**config.mk**
```make
export PLATFORM = sky130hd
export DESIGN_NAME = ecc_85_top
export DESIGN_NICKNAME = d
export VERILOG_FILES = /design/src/hw/ecc_pkg.sv /design/src/hw/ecc_85_top.sv /design/src/hw/ecc_check_correct.sv /design/src/hw/ecc_parity_gen.sv
export VERILOG_INCLUDE_DIRS = /design/src /design/src/hw
export SDC_FILE = /design/constraint.sdc
export NUM_CORES = 1
export LEC_CHECK = 0
export BUFFER_PORTS_ARGS = -buffer_cell sky130_fd_sc_hd__buf_2
export CORE_UTILIZATION = 49
export DETAILED_ROUTE_END_ITERATION = 12
export MAX_ROUTING_LAYER = met4
export PLACE_DENSITY_LB_ADDON = 0.05
export SLEW_MARGIN = 40
export SYNTH_ARGS = -nofsm -noshare
export SYNTH_HDL_FRONTEND = slang
export SYNTH_HIERARCHICAL = 1
export SYNTH_SLANG_ARGS = --single-unit
```
**constraint.sdc**
```tcl
create_clock -name vclk -period 12.5
set_input_delay 2.5 -clock vclk [all_inputs]
set_output_delay 2.5 -clock vclk [all_outputs]
set_load 0.05 [all_outputs]
```
**src/hw/ecc_settings.svh**
```systemverilog
`ifndef ECC_SETTINGS_SVH
`define ECC_SETTINGS_SVH

// width of the protected data word.
`define ECC_DATA_WIDTH 85

// check bits that address a codeword position.
// positions up to 127 fit, the highest data bit sits at 92.
`define ECC_HAMMING_WIDTH 7

// all check bits, the top one is the overall parity.
`define ECC_PARITY_WIDTH 8

`endif
```
**src/hw/ecc_pkg.sv**
```systemverilog
`include "ecc_settings.svh"

package ecc_pkg;

    // a codeword position, wide enough for the highest data position.
    typedef logic [`ECC_HAMMING_WIDTH-1:0] ecc_pos_t;

    // decoder verdict, before bypass is applied.
    typedef enum logic [1:0] {
        ECC_OK     = 2'd0,
        ECC_SINGLE = 2'd1,
        ECC_DOUBLE = 2'd2
    } ecc_status_t;

    // data bits fill the codeword positions from 3 upward and skip every
    // power of two, since those positions carry the hamming check bits.
    // data bit 0 lands at 3, data bit 84 at 92.
    function automatic ecc_pos_t data_position(input int unsigned index);
        int unsigned pos;
        pos = index + 3;
        // positions 1 and 2 are already covered by the offset above.
        for (int k = 2; k < `ECC_HAMMING_WIDTH; k++) begin
            if (pos >= (32'd1 << k)) begin
                pos = pos + 1;
            end
        end
        return ecc_pos_t'(pos);
    endfunction

    // high when the position has an even number of ones.
    // such data bits feed the overall check bit, which keeps the syndrome
    // of every single data error at odd weight.
    function automatic logic position_is_even_weight(input ecc_pos_t pos);
        logic odd;
        odd = 1'b0;
        for (int k = 0; k < `ECC_HAMMING_WIDTH; k++) begin
            odd = odd ^ pos[k];
        end
        return ~odd;
    endfunction

endpackage

```
**src/hw/ecc_85_top.sv**
```systemverilog
`timescale 1ns/1ps

`include "ecc_settings.svh"

module ecc_85_top (
    input  logic [`ECC_DATA_WIDTH-1:0]   data_in,
    output logic [`ECC_DATA_WIDTH-1:0]   data_out,
    input  logic [`ECC_PARITY_WIDTH-1:0] parity_in,
    output logic [`ECC_PARITY_WIDTH-1:0] parity_out,
    input  logic                         bypass,
    output logic                         sbit_err,
    output logic                         dbit_err
);

    // check bits of the word on data_in.
    logic [`ECC_PARITY_WIDTH-1:0] parity_calc;

    ecc_parity_gen u_parity_gen (
        .data   (data_in),
        .parity (parity_calc)
    );

    // the same check bits both leave the block and feed the decoder.
    assign parity_out = parity_calc;

    ecc_check_correct u_check_correct (
        .data_in     (data_in),
        .parity_in   (parity_in),
        .parity_calc (parity_calc),
        .bypass      (bypass),
        .data_out    (data_out),
        .sbit_err    (sbit_err),
        .dbit_err    (dbit_err)
    );

endmodule

```
**src/hw/ecc_check_correct.sv**
```systemverilog
`timescale 1ns/1ps

`include "ecc_settings.svh"

module ecc_check_correct (
    input  logic [`ECC_DATA_WIDTH-1:0]   data_in,
    input  logic [`ECC_PARITY_WIDTH-1:0] parity_in,
    input  logic [`ECC_PARITY_WIDTH-1:0] parity_calc,
    input  logic                         bypass,
    output logic [`ECC_DATA_WIDTH-1:0]   data_out,
    output logic                         sbit_err,
    output logic                         dbit_err
);

    import ecc_pkg::*;

    logic [`ECC_PARITY_WIDTH-1:0]  syndrome;
    logic [`ECC_HAMMING_WIDTH-1:0] syn_pos;
    logic                          syn_zero;
    logic                          syn_odd;
    logic                          syn_check_bit;
    logic [`ECC_DATA_WIDTH-1:0]    mask;
    logic                          data_hit;
    logic [`ECC_DATA_WIDTH-1:0]    data_fixed;
    ecc_status_t                   status;

    // syndrome is received check bits against freshly generated ones.
    assign syndrome = parity_in ^ parity_calc;
    assign syn_pos  = syndrome[`ECC_HAMMING_WIDTH-1:0];
    assign syn_zero = (syndrome == '0);
    assign syn_odd  = ^syndrome;

    // a single failed check bit leaves exactly one syndrome bit set.
    assign syn_check_bit = $onehot(syndrome);

    // one-hot correction mask.
    // an odd weight syndrome whose low bits name a data position points at
    // the flipped data bit. even weight means two flips, so no correction.
    always_comb begin
        for (int i = 0; i < `ECC_DATA_WIDTH; i++) begin
            mask[i] = syn_odd && (syn_pos == data_position(i));
        end
    end

    assign data_hit = |mask;

    // classify the syndrome.
    always_comb begin
        if (syn_zero) begin
            status = ECC_OK;
        end else if (syn_check_bit || data_hit) begin
            status = ECC_SINGLE;
        end else begin
            // even weight, or odd weight naming no data position.
            status = ECC_DOUBLE;
        end
    end

    assign data_fixed = data_in ^ mask;

    // bypass passes the word through untouched and hides both flags.
    always_comb begin
        if (bypass) begin
            data_out = data_in;
            sbit_err = 1'b0;
            dbit_err = 1'b0;
        end else begin
            data_out = data_fixed;
            sbit_err = (status == ECC_SINGLE);
            dbit_err = (status == ECC_DOUBLE);
        end
    end

endmodule

```
**src/hw/ecc_parity_gen.sv**
```systemverilog
`timescale 1ns/1ps

`include "ecc_settings.svh"

module ecc_parity_gen (
    input  logic [`ECC_DATA_WIDTH-1:0]   data,
    output logic [`ECC_PARITY_WIDTH-1:0] parity
);

    import ecc_pkg::*;

    // codeword position of every data bit, constant after elaboration.
    ecc_pos_t pos_map [`ECC_DATA_WIDTH];

    for (genvar i = 0; i < `ECC_DATA_WIDTH; i++) begin : g_pos
        assign pos_map[i] = data_position(i);
    end

    for (genvar k = 0; k < `ECC_PARITY_WIDTH; k++) begin : g_check
        // data bits covered by this check bit.
        logic [`ECC_DATA_WIDTH-1:0] member;

        if (k < `ECC_HAMMING_WIDTH) begin : g_addr
            // bit k of the position selects the data bit.
            always_comb begin
                for (int i = 0; i < `ECC_DATA_WIDTH; i++) begin
                    member[i] = pos_map[i][k];
                end
            end
        end else begin : g_overall
            // overall parity over the even weight positions.
            always_comb begin
                for (int i = 0; i < `ECC_DATA_WIDTH; i++) begin
                    member[i] = position_is_even_weight(pos_map[i]);
                end
            end
        end

        assign parity[k] = ^(data & member);
    end

endmodule

```
== Word level (Yosys, flattened, before mapping) ==
Index checks and enable logic that the tools add are counted.
W data, S select, Z words.
Storage, ports and cells
  register bits: 0
  bits of input ports: 94
  output and inout bits: 95
  word-level logic and storage cells: 199
Operators by class
  $add $sub $neg: 7
  equality and inequality tests: 88
  muxes and demuxes: 5
  bitwise operators: 2
  reductions and logical operators: 97
Operator list (count)
  $reduce_xor A85 Y1: 8
  $eq A7 B6 Y1 const B: 31
  $eq A7 B7 Y1 const B: 28
  $eq A7 B5 Y1 const B: 15
  $logic_and A1 B1 Y1: 85
  $mux W85: 1
  $reduce_or A85 Y1: 1
  $xor A85 B85 Y85: 1
  $eq A7 B4 Y1 const B: 7
  $eq A7 B3 Y1 const B: 3
  $add A4 B4 Y4: 3
  $add A1 B1 Y2: 4
  $logic_not A8 Y1: 1
  $reduce_xor A8 Y1: 1
  $xor A8 B8 Y8: 1
  $eq A7 B2 Y1 const B: 1
  $eq A4 B1 Y1 const B: 1
  $mux W2: 2
  $eq A2 B1 Y1 const B: 1
  $eq A2 B2 Y1 const B: 1
  $mux W1: 2
  $logic_or A1 B1 Y1: 1

== Longest topological paths before layout ==
  depth in word-level cells: 11
  mapped depth: 19

== Modules after synthesis ==
Netlist, hierarchy kept.
By module, submodules not included
  ecc_check_correct: instances 1, cells an instance 374, area an instance 2447.3 µm²
  ecc_parity_gen: instances 1, cells an instance 165, area an instance 1667.8 µm²

== Worst setup path before layout ==
Ideal clock, no wire load.
  kind: input port to output port
  start point: input port data_in[51]
  end point: output port dbit_err
  arrival time: 8.820 ns
  path slack: 1.180 ns
  stages: 19
  buffers on the path: 1
  cells stage by stage: xnor2_1 > xnor3_1 > xnor3_4 > xnor2_1 > xnor2_1 > xor2_2 > inv_2 > clkbuf_1 > fa_1 > inv_1 > fa_1 > nand2_1 > a21boi_0 > fa_1 > nor2b_1 > o21ai_0 > o32ai_1 > or4_4 > nor4b_2
On the way
  cells in the longest elaborated chain, start to end: 11
  elaborated cells between the ends (all ways): 192
  classes of those cells: 7 x add/sub; 87 x eq/ne; 3 x mux; 1 x bitwise; 94 x reduce/logical
RTL lines
  start, declared: line ecc_85_top.sv:6  | input logic [`ECC_DATA_WIDTH-1:0] data_in,
  $reduce_xor A85 Y1 *: line ecc_parity_gen.sv:39  | assign parity[k] = ^(data & member);
  named net parity_out[1]: line ecc_85_top.sv:9  | output logic [`ECC_PARITY_WIDTH-1:0] parity_out,
  $xor A8 B8 Y8 *: line ecc_check_correct.sv:28  | assign syndrome = parity_in ^ parity_calc;
  $add A1 B1 Y2 (not written as such): line ecc_check_correct.sv:34  | assign syn_check_bit = $onehot(syndrome);
  $add A4 B4 Y4 (not written as such) (2 in series): line ecc_check_correct.sv:34
  $eq A4 B1 Y1: line ecc_check_correct.sv:34
  $logic_or A1 B1 Y1: line ecc_check_correct.sv:51  | end else if (syn_check_bit || data_hit) begin
  $mux W2: line ecc_check_correct.sv:51
  $mux W2 *: line ecc_check_correct.sv:49  | if (syn_zero) begin
  $eq A2 B2 Y1 *: line ecc_check_correct.sv:70  | dbit_err = (status == ECC_DOUBLE);
  $mux W1 *: line ecc_check_correct.sv:63  | if (bypass) begin
  end, declared: line ecc_85_top.sv:12  | output logic dbit_err
The timed path passes the listed nets; every way through them passes the cells marked *.

== Worst setup path in the final report ==
  start point: input port data_in[17]
  end point: output port dbit_err
On the way
  cells in the longest elaborated chain, start to end: 11
  elaborated cells between the ends (all ways): 192
  classes of those cells: 7 x add/sub; 87 x eq/ne; 3 x mux; 1 x bitwise; 94 x reduce/logical
RTL lines (line)
  $reduce_xor A85 Y1: ecc_parity_gen.sv:39
  $xor A8 B8 Y8 *: ecc_check_correct.sv:28
  $add A1 B1 Y2 (not written as such): ecc_check_correct.sv:34
  $add A4 B4 Y4 (not written as such) (2 in series): ecc_check_correct.sv:34
  $eq A4 B1 Y1: ecc_check_correct.sv:34
  $logic_or A1 B1 Y1: ecc_check_correct.sv:51
  $mux W2: ecc_check_correct.sv:51
  $mux W2 *: ecc_check_correct.sv:49
  $eq A2 B2 Y1 *: ecc_check_correct.sv:70
  $mux W1 *: ecc_check_correct.sv:63
Mark *: on every way between the ends. The rest lies on a longest branch, timed or not.

==> reports/results.tsv <==
stage	metric	value	unit
routing	wl	16500	microns
setup_path	crit_start	data_in[17]	
cells_and_area	syn2layout_area_growth	25.4	%
min_path	hp-class	input pin to output pin	
yosys	syn_inst	539	
cells_and_area	drive_above_1_share	30.3	%
routing	drtIter0Drc	429	
grt	antenna_found_initial	0	
floorplanning	die_w	93.6	microns
routing	viasPerCell	5.68	
placed_design	numPortBuffers	189	
yosys	syn_nets	641	
routing	via_count	4664	
yosys	seq_area_frac_synth	0	%
cells_and_area	mostFrequentLayoutCells	189 x buf_2, 146 x xnor2_1, 98 x xor2_1	
setup_path	required	10.00	ns
sta	rsz0062_at_grt	false	
setup_path	path_class	input pin to output pin	
clock_network	post_cts_resized	0	
floorplanning	io_pins	189	
sta	max_freq	92.6	MHz
cells_and_area	diodes	0	
setup_path	worstSetupEndpointType	output pin	
routing	ant_nets	0	
status	status	complete, no violations	
routing	wl_per_cell	20.1	microns
yosys	ys_types	50	
yosys	avgSynthCellArea	7.63	sq um
floorplanning	dieArea	8770	sq um
sta	period_needed	10.79	ns
cells_and_area	fillers	773	
grt	grt_first_pass_wirelength	24100	microns
cells_and_area	regArea	0	sq um
run	max-cap-violations	0	
yosys	synth_warnings	6	
floorplanning	fp.coreArea	8180	sq um
sta	slew-limit-headroom	46.4	%
placed_design	place.gp.congestion	1.02	
sta	hold_ws	5.36	ns
setup_path	worstSetupStartpointType	input pin	
grt	globalRouteOverflowTotal	0	
clock_network	cts.hold.buffers_added	0	
cells_and_area	n_sequential_cell	0	
setup_path	cp_max_fo	13	
setup_path	crit_path_end	dbit_err	
routing	drtPass1Iterations	5	
placed_design	place_area	5150	sq um
setup_path	worstPathCellList	buf_2 > xnor2_1 > xnor3_1 > xnor3_2 > xnor2_1 > xnor2_1 > xor2_2 > inv_2 > fa_1 > inv_1 > fa_1 > nand2_1 > a21boi_0 > fa_1 > nor2b_1 > o21ai_0 > o32ai_1 > or4_4 > nor4b_2 > buf_2	
floorplanning	die_h	93.6	microns
sta	slew_viol_final	0	
sta	worst_slew_pin_slew	0.802	ns
floorplanning	num_rows	33	
cells_and_area	fin_area	5160	sq um
routing	drc	0	
cells_and_area	nClkBuffers	0	
sta	hold_violations	0	
grt	track_usage	37.7	%
grt	grt_pass1_vias	4285	
setup_path	crit_arrival	8.29	ns
clock_network	post_cts_buffers	0	
sta	setup_viol	0	
placed_design	place_hpwl	13500	microns
sta	finalSetupTns	0	ns
setup_path	slowest_delay	0.56	ns
sta	fin_crit_sh	86.4	%
floorplanning	start_util	50.3	%
cells_and_area	nNetsFinal	820	
setup_path	crit_slowest_cell	fa_1	
grt	grt_max_degree	22	
cells_and_area	layout_commonest_cell	buf_2	
yosys	syn_area	4120	sq um
==> per-layer routing <==
layer | vias to the layer above | part of all wire [%] | track usage (%)
met5 | - | 0 | -
met4 | 0 | 2.8 | 9.10
met3 | 40 | 12 | 7.07
met2 | 351 | 45 | 58.8
met1 | 2128 | 41 | 50.3
li1 | 2145 | - | -
==> worst max-delay path, delay by kind of cell <==
family	cells	cell delay [ns]
simple gates	4	0.97
fa+ha+maj	3	1.59
buf+inv	4	0.71
compound gates	3	0.40
xor+xnor	6	2.12
==> area by class of cell <==
type | instances | area, sq um | share of cell area (%)
Timing Repair Buffer | 193 | 976 | 18.9
Inverter | 10 | 37.5 | 0.727
Tap cell | 105 | 131 | 2.55
Multi-Input combinational cell | 513 | 4020 | 77.8
==> metrics by stage <==
stage	cells	setup WS (ns)	utilization (%)
final	821	1.71	63.1
after global placement	821	1.70	63.0
after CTS	821	1.54	63.0
after floorplan	539	1.18	-
after detailed placement	821	1.55	63.0
after global routing	821	1.35	63.1
==> how the worst min path moves through the flow <==
stage | start | depth (start not counted) | end
2_1_floorplan | data_in[10] | 1 | data_out[10]
3_3_place_gp | data_in[49] | 3 | data_out[49]
3_5_place_dp | data_in[9] | 3 | data_out[9]
4_1_cts | data_in[9] | 3 | data_out[9]
5_1_grt | data_in[1] | 3 | data_out[1]
6_report | data_in[66] | 3 | data_out[66]
==> cells in the mapped netlist, types with 6 or more instances <==
cell | n | share of area [%]
a21oi_1 | 10 | 1.2
nor3_1 | 16 | 1.9
nor4_1 | 9 | 1.4
xnor2_2 | 6 | 2.4
xnor3_1 | 13 | 7.1
xnor2_1 | 146 | 31
xor2_1 | 99 | 21
nand2_1 | 42 | 3.8
nand3_1 | 9 | 1.1
o21ai_0 | 8 | 0.97
inv_1 | 7 | 0.64
buf_2 | 7 | 0.85
clkbuf_1 | 9 | 0.82
nor2_1 | 89 | 8.1
==> logic make-up (layout without fill, tap and decap cells) <==
kind of cell	after synthesis	after routing	share of synthesized area, %
xor gates and xnor gates	272	272	66.3
and+or+nand+nor	179	179	19.0
AOI/OAI and AO/OA	52	52	8.70
buffers and inverters	26	203	2.58
adders and majority gates	8	8	2.98
muxes	2	2	0.486
Power is not shown: default switching activity piles up to over one toggle a cycle in this logic, so the estimate is an artifact.
